$ cat src/design/sysarr_pkg.sv
/*
 * shared constants and vector types for the systolic-array writeback stage
 * lane count, element and address widths, staircase masks
 */
package sysarr_pkg;

    localparam int DIM       = 16;            // lanes, banks and rows per block
    localparam int ELEM_W    = 8;
    localparam int ADDR_W    = 8;
    localparam int MEM_DEPTH = 1 << ADDR_W;   // 16 blocks per bank
    localparam int ROW_W     = $clog2(DIM);

    typedef logic [ELEM_W-1:0] elem_t;
    typedef logic [ADDR_W-1:0] addr_t;
    typedef logic [DIM-1:0]    lane_mask_t;   // one enable bit per bank

    // lane 0 sits in the low bits of both vectors
    typedef elem_t [DIM-1:0] row_t;
    typedef addr_t [DIM-1:0] lane_addr_t;

    // staircase landmarks
    localparam lane_mask_t MASK_RAMP_TOP = {1'b0, {(DIM-1){1'b1}}}; // last step before all ones
    localparam lane_mask_t MASK_LAST     = {1'b1, {(DIM-1){1'b0}}}; // only the top bank left

    localparam int ROW_LAST = DIM - 1;

endpackage

$ cat src/design/rd_control.sv
/*
 * block reader, one row of all banks per cycle
 * read address, row valid strobe and done pulse
 */
`timescale 1ns/1ps

module rd_control (
    input  logic              clk,
    input  logic              reset,
    input  logic              rd_start,
    input  sysarr_pkg::addr_t rd_base,
    output logic              rd_en,
    output sysarr_pkg::addr_t rd_addr,
    output logic              rd_valid,
    output logic              rd_done
);
    import sysarr_pkg::*;

    logic             busy;
    logic [ROW_W-1:0] row;
    addr_t            base_q;   // base held for the whole block

    assign rd_en   = busy;
    assign rd_addr = base_q + addr_t'(row);

    always_ff @(posedge clk) begin
        if (reset) begin
            busy     <= 1'b0;
            row      <= '0;
            rd_valid <= 1'b0;
            rd_done  <= 1'b0;
        end else begin
            rd_valid <= busy;                           // memory output is one cycle late
            rd_done  <= busy && (row == ROW_W'(ROW_LAST));

            if (busy) begin
                if (row == ROW_W'(ROW_LAST)) begin
                    busy <= 1'b0;
                    row  <= '0;
                end else begin
                    row <= row + 1'b1;
                end
            end else if (rd_start) begin  // ignored while busy
                busy <= 1'b1;
                row  <= '0;
            end
        end
    end

    // captured on the start pulse only
    always_ff @(posedge clk) begin
        if (!busy && rd_start)
            base_q <= rd_base;
    end

endmodule

$ cat config.mk
export PLATFORM = sky130hd
export DESIGN_NAME = rd_control
export DESIGN_NICKNAME = d
export VERILOG_FILES = /design/src/design/sysarr_pkg.sv /design/src/design/rd_control.sv
export SDC_FILE = /design/constraint.sdc
export NUM_CORES = 1
export LEC_CHECK = 0
export BUFFER_PORTS_ARGS = -buffer_cell sky130_fd_sc_hd__buf_4
export CORE_MARGIN = 1
export CORE_UTILIZATION = 49
export DETAILED_ROUTE_END_ITERATION = 10
export PLACE_DENSITY_LB_ADDON = 0.25
export SKIP_LAST_GASP = 1
export SLEW_MARGIN = 25
export SYNTH_ARGS = -nofsm -noshare
export SYNTH_HDL_FRONTEND = slang
export SYNTH_SLANG_ARGS = --single-unit
$ cat constraint.sdc
create_clock -name clk -period 1.8 [get_ports clk]
set_clock_uncertainty 0.05 [all_clocks]
set_input_delay 0.18 -clock clk [delete_from_list [all_inputs] [get_ports clk]]
set_output_delay 0.18 -clock clk [all_outputs]
set_load 0.03 [all_outputs]
==> impl_results.md <==
* Pre-antenna DRT Iters at 4
* Vias/cell at 5.46
* CTS tree: done
* Num CTS Buffers at 3
* Vias in the first global route at around 530
* RSZ-0062 raised after global routing: yes
* Initial drt markers at 13
* Die area at 0.00169 sq mm
* Design Power at 774 uW
* Largest net degree at the start of global routing at 11
* Root buffer cell: clkbuf_4
* Pleak at 0.457 nW
* Core area at 0.00137 sq mm
* Ports at 22
* Post-synth EDFFs at 8
* Sequential share of the synthesized area at approximately half
* VDD IR max at 0.000695 V
* Number of library cell types mapped by synthesis at 24
* Failing checks: setup timing
* Critical path class: flop to output pin
* Commonest register cell after synthesis: edfxtp_1
* Max Buffers Root-to-Sink at 2
* Critical path's largest stage delay at between 300 and 400 ps
* H-tree lvl count at 1
* Outcome: finished, violations left
* DRT Wirelength at 1.41 mm
* DIE WIDTH at 41.1 um
* Crit end category: output pin
* CP top delay family: adder cells
* CP startpoint kind: flop
* WL/cell at 12.4 um
* Die Y-Extent at 41.1 um
* Hold Slack at 20.1 ps
* Final #Nets at roughly 120
* Yosys warnings at 0
* IO buf count at 21
* Std-Cell Rows at 13
* CP max-delay cell: edfxtp_1
* Clk sinks at 15
* CTS clk-pin slew, worst paths at roughly 100 ps
* Share of cells above drive strength 1 at between 40% and 50%
* # setup viols final at 6
* Area Growth Syn to Fin at 41.8%
* N_diodes at 0
* Clock latency on the worst-skew pair at 290 ps
* GP Congestion at 0.833
* Post-placement worst setup slack at -9.60 ps
* Fin crit period at 2100 ps
* Initial core utilization at 54.8%
* CP bufs+invs at 2
* Hold WC Path Type: input port to flop
* Critical Path, Cell by Cell: ha_4 -> inv_2 -> fa_2 -> nor2b_1 -> o21a_1 -> o211ai_2 -> xnor2_2 -> buf_6
* Initial antenna violation count at 0
* Via count at slightly above 600
* Mapped cell area at 748 sq um
* #FFs+latches synth at 15
* Max Fclk at 477 MHz
* DP Wirelength at 1.04 mm
* CP max FO at 2
* Gr usage total at 20.0%
* Global-route wire length before repair at approximately 2.1 mm
* Post-route ant nets at 0
* # fillers at 93
* Worst slew pin tran at 305 ps
* Max Slew Vio Count at 0
* Setup ws final at -297 ps
* Net Count, Synth at 87
* Part of the cycle the worst path needs at 117%
* DRC Markers at 0
* Hold Violations, Final at 0
* WP data arrival at around 1900 ps
* Remaining global-route overflow at 0
* Required time of the critical path at 1570 ps
* Asr flop ratio synth at 0%
* Post-Syn Instances at 70
* PwrDens at roughly 730 mW/mm^2
* Mean area per synthesized cell at 10.7 sq um
* Max-Cap Viols at 0
* Slew headroom at 79.7%
* Layout Utilization at between 70% and 80%
## layout by cell type, fill, tap and decap left out, types with 2 or more instances in the layout
| cell type | n |
|---|---|
| a21o_1 | 2 |
| a21oi_1 | 5 |
| buf_4 | 22 |
| buf_6 | 4 |
| clkbuf_4 | 3 |
| dfxtp_1 | 5 |
| dfxtp_2 | 2 |
| edfxtp_1 | 8 |
| ha_1 | 3 |
| inv_1 | 5 |
| inv_2 | 2 |
| nand2_1 | 4 |
| nand3_1 | 2 |
| nor2_1 | 6 |
| nor3_1 | 3 |
| o21ai_0 | 2 |
| xnor2_1 | 2 |
| xnor2_2 | 3 |
## cell families after synthesis
family                     Yosys count  share of synthesized area (%)
AOI/OAI and AO/OA                   16                           15.4
adders and majority gates            6                           11.0
DFF                                 15                           50.8
buffers and inverters                8                           4.18
xor gates and xnor gates             5                           5.85
and+or+nand+nor                     20                           12.7
## cells in the mapped netlist, types with 2 or more instances
library cell / n / area, sq um
edfxtp_1: 8 / 240
dfxtp_1: 7 / 140
inv_1: 7 / 26.3
nor2_1: 7 / 26.3
a21oi_1: 6 / 30.0
ha_1: 5 / 62.6
xnor2_1: 5 / 43.8
nand2_1: 4 / 15.0
nor3_1: 3 / 15.0
a21o_1: 2 / 15.0
nand3_1: 2 / 10.0
o21ai_0: 2 / 10.0
## worst paths after layout
check	depth (start not counted)	slack, ps	to	from
hold / removal	1	20	base_q[7]$_DFFE_PP_	rd_base[7]
setup reg to reg	5	460	row[3]$_SDFFE_PP0P_	row[0]$_SDFFE_PP0P_
hold reg to reg	2	520	row[3]$_SDFFE_PP0P_	row[3]$_SDFFE_PP0P_
setup / recovery	8	-300	rd_addr[6]	base_q[0]$_DFFE_PP_
## worst reg2reg max path: stages, from the launching register on
cell	delay, ps
dfxtp_2	350
buf_4	150
ha_1	240
a21oi_1	120
o21ai_0	80
a311oi_1	250
## area by class of cell
class	count	area (sq um)	share of cell area, %
sequential	15	383	36.1
clock buffer	3	22.5	2.12
tap	15	18.8	1.77
inverter	7	26.3	2.48
multi-input combinational	47	395	37.3
clock inverter	1	5.00	0.472
timing repair buffer	26	210	19.8
## registers in the layout (all words and copies together) (netlist names)
register / count
base_q: 8
rd_done: 1
rd_en: 1
rd_valid: 1
row: 4
## through the flow
| stage | instance area (sq um) | instances | TNS (ps) |
|---|---|---|---|
| detailed placement | 973 | 109 | -9.60 |
| floorplan | 772 | 70 | -11.1 |
| global placement | 973 | 109 | 0 |
| CTS | 1030 | 114 | -1130 |
| finish | 1060 | 114 | -1090 |
| global route | 1060 | 114 | -1550 |
## where the power goes
part	switching (mW)	total, mW	internal (mW)
Clock	0.115	0.198	0.0826
Sequential	0.0179	0.397	0.380
Combinational	0.0945	0.179	0.0840
## per-layer routing
layer | track usage [%] | wire length [um] | share of wire (%) | vias up
met5 | 0 | 0 | 0 | -
li1 | - | - | - | 307
met3 | 5.98 | 94 | 6.7 | 8
met1 | 23.8 | 635 | 45 | 280
met2 | 31.6 | 631 | 45 | 27
met4 | 11.7 | 50 | 3.5 | 0
## repair_timing
action                     in CTS  in global routing
setup endpoints to repair       7                  7
hold buffers                    0                  0
gates resized for setup         6                  8
pin swaps                       6                  6
buffers inserted                1                  0
Power figures use the tool's default switching activity.
