### src/design/sysarr_pkg.sv
/*
 * shared constants and vector types for the systolic-array writeback stage
 * lane count, element and address widths, staircase masks
 */
package sysarr_pkg;

    localparam int DIM       = 16;            // lanes, banks and rows per block
    localparam int ELEM_W    = 8;
    localparam int ADDR_W    = 8;
    localparam int MEM_DEPTH = 1 << ADDR_W;   // 16 blocks per bank
    localparam int ROW_W     = $clog2(DIM);

    typedef logic [ELEM_W-1:0] elem_t;
    typedef logic [ADDR_W-1:0] addr_t;
    typedef logic [DIM-1:0]    lane_mask_t;   // one enable bit per bank

    // lane 0 sits in the low bits of both vectors
    typedef elem_t [DIM-1:0] row_t;
    typedef addr_t [DIM-1:0] lane_addr_t;

    // staircase landmarks
    localparam lane_mask_t MASK_RAMP_TOP = {1'b0, {(DIM-1){1'b1}}}; // last step before all ones
    localparam lane_mask_t MASK_LAST     = {1'b1, {(DIM-1){1'b0}}}; // only the top bank left

    localparam int ROW_LAST = DIM - 1;

endpackage

### src/design/wr_control.sv
/*
 * write controller for the skewed array output
 * staircase bank enables, per-bank offsets and the done level
 */
`timescale 1ns/1ps

module wr_control (
    input  logic                   clk,
    input  logic                   reset,
    input  logic                   active,          // start of a write pass
    input  logic                   sys_arr_active,  // array busy again, drops done
    output sysarr_pkg::lane_mask_t wr_en,
    output sysarr_pkg::lane_addr_t wr_addr,         // offset from the block base
    output logic                   done
);
    import sysarr_pkg::*;

    logic       act_q;
    logic       wr_start, wr_start_c;
    logic       wr_dec, wr_dec_c;     // ramp-down phase
    logic       done_c;
    lane_mask_t wr_en_c;
    lane_addr_t wr_addr_c;

    always_ff @(posedge clk) begin
        if (reset) begin
            act_q    <= 1'b0;
            wr_start <= 1'b0;
            wr_dec   <= 1'b0;
            wr_en    <= '0;
            wr_addr  <= '0;
            done     <= 1'b0;
        end else begin
            act_q    <= active;
            wr_start <= wr_start_c;
            wr_dec   <= wr_dec_c;
            wr_en    <= wr_en_c;
            wr_addr  <= wr_addr_c;
            done     <= done_c;
        end
    end

    always_comb begin
        wr_en_c    = '0;
        wr_addr_c  = wr_addr;
        wr_dec_c   = wr_dec;
        wr_start_c = wr_start;
        done_c     = done;

        if (wr_start) begin
            if (wr_en == MASK_RAMP_TOP)
                wr_dec_c = 1'b1;           // next step is all ones, then shift zeros in

            if (wr_dec)
                wr_en_c = wr_en << 1;
            else
                wr_en_c = (wr_en << 1) | lane_mask_t'(1);

            // each bank advances after a cycle with its enable high
            for (int i = 0; i < DIM; i++)
                wr_addr_c[i] = wr_addr[i] + addr_t'(wr_en[i]);

            if (wr_dec && wr_en == '0) begin  // staircase finished
                wr_start_c = 1'b0;
                wr_dec_c   = 1'b0;
                wr_addr_c  = '0;
            end
        end

        if (act_q)
            wr_start_c = 1'b1;

        if (active)
            done_c = 1'b0;
        if (wr_en == MASK_LAST)
            done_c = 1'b1;                 // top bank takes its last element now
        if (sys_arr_active && done)
            done_c = 1'b0;
    end

endmodule

### config.mk
export PLATFORM = sky130hd
export DESIGN_NAME = wr_control
export DESIGN_NICKNAME = d
export VERILOG_FILES = /design/src/design/sysarr_pkg.sv /design/src/design/wr_control.sv
export SDC_FILE = /design/constraint.sdc
export NUM_CORES = 1
export LEC_CHECK = 0
export ABC_CLOCK_PERIOD_IN_PS = 4700
export BUFFER_PORTS_ARGS = -buffer_cell sky130_fd_sc_hd__buf_2
export CAP_MARGIN = 20
export CORE_ASPECT_RATIO = 1.25
export CORE_MARGIN = 2
export CORE_UTILIZATION = 58
export DETAILED_ROUTE_END_ITERATION = 7
export PLACE_DENSITY = 0.83
export SLEW_MARGIN = 10
export SYNTH_ARGS = -nofsm -noshare
export SYNTH_HDL_FRONTEND = slang
export SYNTH_SLANG_ARGS = --single-unit
### constraint.sdc
create_clock -name clk -period 4.7 [get_ports clk]
set_input_delay 0 -clock clk [delete_from_list [all_inputs] [get_ports clk]]
set_output_delay 0 -clock clk [all_outputs]
set_load 0.05 [all_outputs]
==> summary.txt, run 1 <==
Initial antenna violation count - 0
Slew @ Worst Pin - 0.854 ns
Crit share post-route - 0.487
DR vias/cell - 5.44
Slew Limit Fails - 0
Initial drt markers - 250
Flop pwr share - 0.464
Fmax - 0.437 GHz
Adder-Cell Fraction of Synth Area - 0.0637
Count of different cell masters after synthesis - 27
Routed vias - 5342
CP endpoint - wr_en[12]
Crit Path Class - reg2reg
Area Overhead vs Synth - 23.1%
ANT cells - 0
Clock power share - 0.517
Final setup fails - 0
Worst min path class - in2reg
Synth Area in Compound Gates - 0.0711
Cells after Synth - 699
Max clock buf depth - 2
Post-DP HPWL - 9750 um
Worst-skew pair later-pin latency - 0.42 ns
Static leakage - 0.00332 uW
Final min period - 2.29 ns
I/O Buffers - 148
Crit-path slowest cell - dfxtp_4
Pre-CTS WS - 2.43 ns
Simple-Gate Fraction of Synth Area - 0.232
Syn_area_per_cell - 8.99 um2
Antenna-violating nets left - 0
GRT Overall Usage - 0.249
Worst reg2reg startpoint - wr_start
Fillers - 791
Grt met2 use - 0.433
Clock Pin Slew Worst Setup and Hold Paths - 0.06 ns
Final wirelength - 14600 um
Seq cells post-synth - 148
Syn Std Cell Area - 6280 um2
CTS tree - done
Vias in the first global route - 5097
Nets - 873
Status - complete, no violations
Clock skew - 0.00696 ns
Post-CTS setup buffers - 0
Worst setup EP type - flop
Gate power share - 0.019
Reg2reg path depth - 3
CTS sink count - 148
Mux cell area share after synthesis - 0
CTS buffer count - 17
RSZ-0062 raised after global routing - no
Syn_nets - 735
Slew HR - 0.429
Setup ws final - 2.41 ns
GR Util met1 - 0.289
Commonest non-fill, non-tap cell in the layout - buf_2
Total count of hold-check failures in the final report - 0
Largest stage delay, worst path - 0.75 ns
Die span in y - 120 um
Drt drc - 0
Total negative slack - 0 ns
Core area - 10600 um2
Die area - 11700 um2
Routed WL per cell - 14.9 um
Worst R2R Setup Slack - 2.41 ns
Die Wd - 97.1 um
I/O pin count - 149
Cts repair resizes - 0
Pint - 2180 uW
Largest family of logic cells by synthesized area - simple AND/OR/NAND/NOR gates
MaxCap Viol Count - 0
Row count - 42
Root Driver - clkbuf_16
Met3 Resource Use GR - 0.0595
Sw Share - 0.204
Critical path data required time - 5.05 ns
Ys Warns - 0
Gr ovfl total - 0
Share of cells above drive strength 1 - 0.216
Worst reg2reg path endpoint - wr_en[12]
VDD IR-drop max - 0.000270 V
Most frequent cells in the layout - 148 x buf_2, 147 x dfxtp_1, 130 x nor2_1, 55 x nand2_1
Top fanout value on the critical path - 68
Pin count of the biggest net entering global routing - 69
Critical path arrival - 2.64 ns
Critical Path Start Type - flop
GR peak layer - met2
Register area share after synthesis - 0.472
Final Wtd Congestion - 0.837
Net Sw Power - 558 uW
TritonRoute pass-1 iters - 5
CP Cell Sequence - buf_4 > nor2b_1 > and2_1
Worst setup startpoint - wr_start
Worst hold margin - 0.123 ns
Xor and xnor area share after synthesis - 0.134
Initial Util - 0.595
Cell Pwr Density - 354 nW/um2
First-pass GRT wire length - 23900 um
Number of H-tree levels - 4
## how the worst min path moves through the flow
stage	from	endpoint	slack, ns	cells after the start
floorplan	sys_arr_active	done	0.10	1
global placement	sys_arr_active	done	0.22	2
detailed placement	sys_arr_active	done	0.23	2
CTS	reset	act_q	0.12	2
global route	reset	act_q	0.14	2
finish	reset	act_q	0.12	2
## registers in the layout, indices dropped and copies added (netlist names)
register,flops
wr_addr,128
act_q,1
wr_start,1
wr_en,16
done,1
wr_dec,1
## logic make-up (layout without fill, tap and decap cells)
family | Yosys count | after routing
AOI/OAI and AO/OA | 70 | 70
and+or+nand+nor | 315 | 315
buffers and inverters | 38 | 189
adders and majority gates | 32 | 32
DFF | 148 | 148
xor gates and xnor gates | 96 | 96
## synthesized netlist by cell type
| master | n | area [um2] |
|---|---|---|
| dfxtp_1 | 148 | 2960 |
| nor2_1 | 130 | 488 |
| nand2_1 | 55 | 206 |
| xnor2_1 | 48 | 420 |
| xor2_1 | 48 | 420 |
| nand4_1 | 37 | 231 |
| a21oi_1 | 33 | 165 |
| ha_1 | 32 | 400 |
| nand2b_1 | 32 | 200 |
| o211ai_1 | 32 | 240 |
| nand3_1 | 22 | 110 |
| nor3_1 | 18 | 90.1 |
| clkbuf_1 | 17 | 63.8 |
| and2_1 | 15 | 93.8 |
| buf_2 | 8 | 40.0 |
| buf_1 | 6 | 22.5 |
| buf_4 | 3 | 22.5 |
| inv_1 | 3 | 11.3 |
| nor4_1 | 3 | 18.8 |
| nor2b_1 | 2 | 12.5 |
| a211oi_1 | 1 | 7.51 |
| a2bb2oi_1 | 1 | 8.76 |
| a41oi_1 | 1 | 8.76 |
| and4_1 | 1 | 8.76 |
| buf_6 | 1 | 11.3 |
| o21ai_0 | 1 | 5.00 |
| o21bai_2 | 1 | 11.3 |
## through the flow
step	total power [uW]	utilization	std cells	area, um2
after floorplan	1330	-	699	6280
after global placement	1340	0.670	947	7070
after detailed placement	1350	0.671	948	7090
after CTS	2740	0.732	982	7730
after global routing	2810	0.732	982	7730
final	2730	0.732	982	7730
## worst max-delay path: cells and delay by family, from the launching register on
kind | cells | cell delay (ns)
AND/OR/NAND/NOR | 2 | 0.89
flip-flops | 1 | 0.75
buffers and inverters | 1 | 0.57
## power by group through the flow
stage | logic [uW] | registers, uW | clock network (uW)
after global routing | 57.3 | 1270 | 1480
after detailed placement | 51.2 | 1290 | 0
after global placement | 49.8 | 1290 | 0
after floorplan | 47.7 | 1290 | 0
after CTS | 52.7 | 1270 | 1420
final | 52.3 | 1270 | 1410
## timing repair
| action | 4_1_cts | 5_1_grt |
|---|---|---|
| hold buffers | 2 | 0 |
| hold endpoints to repair | 2 | 0 |
| setup endpoints to repair | 0 | 0 |
## area by class of cell
class,count,area [um2],share of cell area
multi-input cells,513,3160,0.408
flip-flops and latches,148,2970,0.384
repair buffers,154,811,0.105
clock buffers,24,502,0.0649
well taps,132,165,0.0214
clock inverters,8,120,0.0155
inverters,3,11.3,0.00146
## metal layers
metal | up-vias | part of all wire | wire [um]
met3 | 35 | 0.051 | 743
li1 | 2638 | - | -
met4 | 0 | 0.027 | 393
met5 | - | 0 | 0
met1 | 2516 | 0.40 | 5870
met2 | 153 | 0.52 | 7570
No activity file was read; power rests on OpenSTA's default activity.
==> run 2, diff against run 1 <==
ABC_CLOCK_PERIOD_IN_PS = 1900   (was 4700)
CORE_UTILIZATION = 48   (was 58)
PLACE_DENSITY = 0.73   (was 0.83)
clock period = 1.9 ns   (was 4.7 ns; I/O delays follow)
==> run 2 against run 1 <==
  * Clock power rose by 140%
  * Die area increased by 20%
  * Non-clock buffer count grew 23
  * Clock skew is 0.0024 ns higher
  * Fmax is 39% higher
  * First-iteration DRC count is 26% lower
  * Cell count up 6.0%
==> summary.txt, run 2 (same netlist as run 1, synthesis figures left out) <==
Top fanout value on the critical path - 34 (-50%)
I/O pin count - 149 (unchanged)
CTS buffer count - 17 (unchanged)
Nets - 896 (+2.6%)
Share of cells above drive strength 1 - 0.236 (+0.0195)
Die Wd - 106 um (+9.5%)
Fillers - 1152 (+46%)
Crit Path Class - reg2reg
Number of H-tree levels - 4 (unchanged)
Clock power share - 0.511 (-0.006)
Max clock buf depth - 2 (unchanged)
VDD IR-drop max - 0.000431 V (+59%)
Final min period - 1.65 ns (-0.641 ns)
Crit share post-route - 0.868 (+0.381)
GR Util met1 - 0.237 (-0.0518)
Pint - 5350 uW (+150%)
Initial drt markers - 186 (-26%)
Worst setup EP type - flop
Placed cells - 1005 (+6.0%)
Root Driver - clkbuf_16
Worst setup startpoint - wr_en[8]
Flop pwr share - 0.462 (-0.002)
Clock skew - 0.00937 ns (+0.00241 ns)
Worst-skew pair later-pin latency - 0.41 ns (about the same)
Slew Limit Fails - 0 (unchanged)
GR peak layer - met2
Row count - 46 (+9.5%)
Gr ovfl total - 0 (unchanged)
Critical path data required time - 2.22 ns (-2.83 ns)
Area Overhead vs Synth - 27.2%
Slew HR - 0.746 (+0.317)
Largest reg by FF count - wr_addr
Final std cells w/o fill - 1041 (+6.0%)
Sequential Area - 2970 um2 (unchanged)
DR vias/cell - 5.03 (-7.6%)
Fmax - 0.607 GHz (+39%)
Worst hold margin - 0.332 ns (+0.209 ns)
HP Start - sys_arr_active
Pre-CTS WS - 0.250 ns (-2.18 ns)
Final setup fails - 0 (unchanged)
Slew @ Worst Pin - 0.381 ns (-0.474 ns)
Final wirelength - 13600 um (-6.5%)
Largest register FFs - 128 (unchanged)
Drt drc - 0 (unchanged)
TritonRoute pass-1 iters - 4 (-1)
Cts repair resizes - 0 (unchanged)
Core area - 12700 um2 (+20%)
Routed vias - 5234 (-2.0%)
Die span in y - 132 um (+9.6%)
Net Sw Power - 1400 uW (+150%)
Antenna-violating nets left - 0 (unchanged)
Total negative slack - 0 ns (unchanged)
CTS sink count - 148 (unchanged)
Hold path depth - 3 (+1)
Routed WL per cell - 13.1 um (-12%)
Post-CTS setup buffers - 0 (unchanged)
Sw Share - 0.208 (+0.00386)
Initial Util - 0.494 (-0.101)
Cell Pwr Density - 845 nW/um2 (+140%)
RSZ-0062 raised after global routing - no
Setup ws final - 0.252 ns (-2.16 ns)
Worst min path class - in2reg
Multi-input combinational cell area - 3160 um2 (unchanged)
Gate power share - 0.027 (+0.008)
ANT cells - 0 (unchanged)
Worst reg2reg path endpoint - done
Worst reg2reg startpoint - wr_en[8]
I/O Buffers - 148 (unchanged)
Die area - 14000 um2 (+20%)
Critical path arrival - 1.97 ns (-0.67 ns)
CTS tree - done
Largest registers - wr_addr: 128 flops, wr_en: 16 flops
Final Wtd Congestion - 0.768 (-8.2%)
Pin count of the biggest net entering global routing - 54 (-22%)
Vias in the first global route - 4993 (-2.0%)
Static leakage - 0.00343 uW (+3.4%)
Met3 Resource Use GR - 0.0519 (-0.00763)
Critical Path Start Type - flop
MaxCap Viol Count - 0 (unchanged)
GRT Overall Usage - 0.199 (-0.0505)
Commonest non-fill, non-tap cell in the layout - buf_2
Most frequent cells in the layout - 148 x buf_2, 147 x dfxtp_1, 130 x nor2_1, 55 x nand2_1
Clock Pin Slew Worst Setup and Hold Paths - 0.06 ns (about the same)
Grt met2 use - 0.345 (-0.0873)
Initial antenna violation count - 0 (unchanged)
Worst R2R Setup Slack - 0.25 ns (-2.16 ns)
Post-cts hold buffer count - 4 (+2)
Post-DP HPWL - 9520 um (-2.4%)
Tot Pwr - 6750 uW (+150%)
First-pass GRT wire length - 23100 um (-3.2%)
Total count of hold-check failures in the final report - 0 (unchanged)
Hold worst-path end - done
Status - complete, no violations
Reg2reg path depth - 5 (+2)
==> run 2: cell types whose count changed in the layout (fill, tap and decap cells not counted), moves of 2 or more <==
cell / before / now
clkbuf_8: 5 / 3
dlygate4sd3_1: 2 / 4
clkinvlp_4: 0 / 4
clkinv_2: 3 / 1
buf_4: 2 / 20
buf_12: 1 / 5
==> run 2: worst max-delay path by stage <==
stage / end / slack [ns]
final: done / 0.25
after global routing: wr_addr[33] / 0.08
after CTS: done / 0.24
after detailed placement: done / 0.25
after global placement: done / 0.30
after floorplan: wr_addr[29] / 0.05
==> run 2: power groups by stage <==
stage	registers, uW	logic (uW)	clock network [uW]
final	3120	180	3450
after global routing	3120	196	3650
after CTS	3120	182	3530
after detailed placement	3190	176	0
after global placement	3190	175	0
after floorplan	3180	118	0
==> run 2: area by class of cell <==
| type | count | share of cell area |
|---|---|---|
| flip-flops and latches | 148 | 0.371 |
| repair buffers | 177 | 0.129 |
| clock inverters | 11 | 0.0186 |
| clock buffers | 21 | 0.0589 |
| inverters | 3 | 0.00141 |
| multi-input cells | 513 | 0.395 |
| well taps | 168 | 0.0263 |
==> run 2: stage by stage <==
| stage | cell area, um2 | utilization |
|---|---|---|
| after floorplan | 6280 | - |
| after global placement | 7330 | 0.577 |
| after detailed placement | 7330 | 0.577 |
| after CTS | 7990 | 0.628 |
| after global routing | 7990 | 0.628 |
| final | 7990 | 0.628 |
==> run 2: metal layers <==
layer / wire [um] / share of wire
met1: 5990 / 0.44
met2: 6860 / 0.50
met3: 653 / 0.048
met4: 136 / 0.010
met5: 0 / 0
==> run 2: worst max-delay path, stage by stage, from the launching register on <==
cell,delay (ns)
dfxtp_1,0.35
nor4_1,0.31
nand4_1,0.22
buf_4,0.31
a2bb2oi_1,0.17
a211oi_1,0.21
==> run 3, diff against run 2 <==
ABC_CLOCK_PERIOD_IN_PS = 1500   (was 1900)
clock period = 1.5 ns   (was 1.9 ns; I/O delays follow)
==> run 3 against run 2 <==
  * The flow now finishes with violations (negative setup slack)
  * Die area unchanged
  * Combinational power increased by 88%
  * Global-route usage increased by 0.91 points
  * Clock power increased by 43%
  * Sequential share of layout area decreased by 2.2 points
  * Total power increased by 36%
  * Critical endpoint is now wr_addr[54]
  * Largest cell class unchanged
  * Largest power group unchanged
==> summary.txt, run 3 (same netlist as run 1, synthesis figures left out) <==
Status - finished, violations left
Violated checks - negative setup slack
Antenna-violating nets left - 0 (unchanged)
Final Wtd Congestion - 0.764 (-0.64%)
Final min period - 1.58 ns (-0.0694 ns)
Number of buffers and inverters on the critical path - 2 (+1)
Critical path depth in cells - 6 (+1)
Metal-1 WL - 6290 um (+5.1%)
Met2 wire len - 7440 um (+8.5%)
Core area - 12700 um2 (unchanged)
Share of cells above drive strength 1 - 0.322 (+0.0858)
Cell Pwr Density - 1070 nW/um2 (+26%)
Die area - 14000 um2 (unchanged)
Most frequent cells in the layout - 148 x buf_2, 119 x dfxtp_1, 109 x nor2_1, 55 x nand2_1, 48 x xnor2_1
Reg2reg path depth - 6 (+1)
ANT cells - 0 (unchanged)
Critical Path Start Type - flop
VDD IR-drop max - 0.000627 V (+45%)
Clock Pin Slew Worst Setup and Hold Paths - 0.06 ns (about the same)
GRT Overall Usage - 0.208 (+0.00907)
Initial antenna violation count - 0 (unchanged)
Slew @ Worst Pin - 0.383 ns (+0.00244 ns)
I/O pin count - 149 (unchanged)
Largest registers - wr_addr: 128 flops, wr_en: 16 flops
Commonest non-fill, non-tap cell in the layout - buf_2
CTS tree - done
MaxCap Viol Count - 0 (unchanged)
Clock skew - 0.00817 ns (-0.00120 ns)
Slew HR - 0.745 (-0.00163)
Final wirelength - 14800 um (+8.7%)
DR vias/cell - 5.08 (+1.0%)
Largest stage delay, worst path - 0.33 ns (-0.02 ns)
Slew Limit Fails - 0 (unchanged)
Final setup fails - 114 (+114)
RSZ-0062 raised after global routing - yes
Largest register FFs - 128 (unchanged)
Nets - 918 (+2.5%)
Hold path depth - 3 (unchanged)
Initial drt markers - 197 (+5.9%)
Pre-CTS WS - -0.128 ns (-0.378 ns)
Pin count of the biggest net entering global routing - 35 (-35%)
Setup ws final - -0.0790 ns (-0.331 ns)
Routed vias - 5399 (+3.2%)
Vias in the first global route - 5158 (+3.3%)
Crit share post-route - 1.05 (+0.185)
Critical path arrival - 1.88 ns (-0.09 ns)
First-pass GRT wire length - 23900 um (+3.3%)
Static leakage - 0.00362 uW (+5.7%)
Top fanout value on the critical path - 28 (-18%)
Placed cells - 1021 (+1.6%)
Routed WL per cell - 13.9 um (+6.5%)
Post-DP HPWL - 9860 um (+3.5%)
Placed inst area - 7510 um2 (+2.5%)
Die Wd - 106 um (unchanged)
Number of H-tree levels - 4 (unchanged)
Die span in y - 132 um (unchanged)
Metal3 WL - 713 um (+9.2%)
Fmax - 0.633 GHz (+4.4%)
Area Overhead vs Synth - 37.4%
I/O Buffers - 148 (unchanged)
Root Driver - clkbuf_16
Critical path data required time - 1.80 ns (-0.42 ns)
Largest reg by FF count - wr_addr
Total count of hold-check failures in the final report - 0 (unchanged)
CP Cell Sequence - nor4_4 > nand4_1 > o21bai_4 > buf_12 > buf_16 > nor2_1
Worst-skew pair later-pin latency - 0.41 ns (about the same)
Row count - 46 (unchanged)
CTS buffer count - 17 (unchanged)
Max clock buf depth - 2 (unchanged)
Gr ovfl total - 0 (unchanged)
Finished Core Util - 0.679 (+0.0501)
Worst setup EP type - flop
Crit-path slowest cell - dfxtp_2
CTS sink count - 148 (unchanged)
Post-Layout Inst Area - 8630 um2 (+8.0%)
Final std cells w/o fill - 1063 (+2.1%)
Total negative slack - -4.55 ns (-4.55 ns)
Initial Util - 0.494 (unchanged)
Crit Path Class - reg2reg
TritonRoute pass-1 iters - 5 (+1)
Top layer used by detailed routing - met4
Worst min path class - in2reg
Drt drc - 0 (unchanged)
Top Family by Delay on Critical Path - simple AND/OR/NAND/NOR gates
run 3: cell types whose count changed in the layout (fill, tap and decap cells not counted), sizes merged:
cell	previous run	this run
bufinv	3	6
clkinv	2	1
clkbuf	21	24
inv	5	7
dlygate4sd3	4	3
clkinvlp	4	0
buf	173	193
run 3: cell type report:
type / count / area (um2)
fill: 1046 / 4090
multi-input combinational: 513 / 3380
sequential: 148 / 3010
timing repair buffer: 199 / 1330
clock buffer: 21 / 470
clock inverter: 11 / 218
tap: 168 / 210
inverter: 3 / 11.3
run 3: repair_timing:
action,in CTS,in global routing
hold buffers,3,0
endpoints found under the setup margin,131,131
cloned,1,3
gates resized for setup,13,47
endpoints found under the hold margin,9,0
pin swaps,46,45
setup buffers,2,1
run 3: worst paths after layout:
| kind | startpoint | end | slack, ns |
|---|---|---|---|
| worst min register to register | act_q | wr_start | 0.44 |
| worst max-delay path | wr_en[6] | wr_addr[54] | -0.08 |
| worst max register to register | wr_en[6] | wr_addr[54] | -0.08 |
| worst min-delay path | sys_arr_active | done | 0.34 |
run 3: layer usage:
layer,global-route usage,vias to the layer above
li1,-,2726
met1,0.247,2521
met2,0.354,125
met3,0.0534,27
met4,0.0885,0
met5,0,-
run 3: report_power, final:
group | leakage (uW) | internal (uW) | switching (uW)
Clock | 0.000339 | 3270 | 1650
Combinational | 0.00208 | 149 | 189
Sequential | 0.00121 | 3930 | 11.0
run 3: tightest hold or removal path, delay by kind of cell:
family	cells	cell delay, ns
buf+inv	2	0.63
compound gates	1	0.06
run 3: metrics by stage:
stage	hold slack (ns)	power, uW
global placement	0.214	4280
finish	0.339	9200
global route	0.351	9460
floorplan	0.103	4180
detailed placement	0.219	4280
CTS	0.321	9230
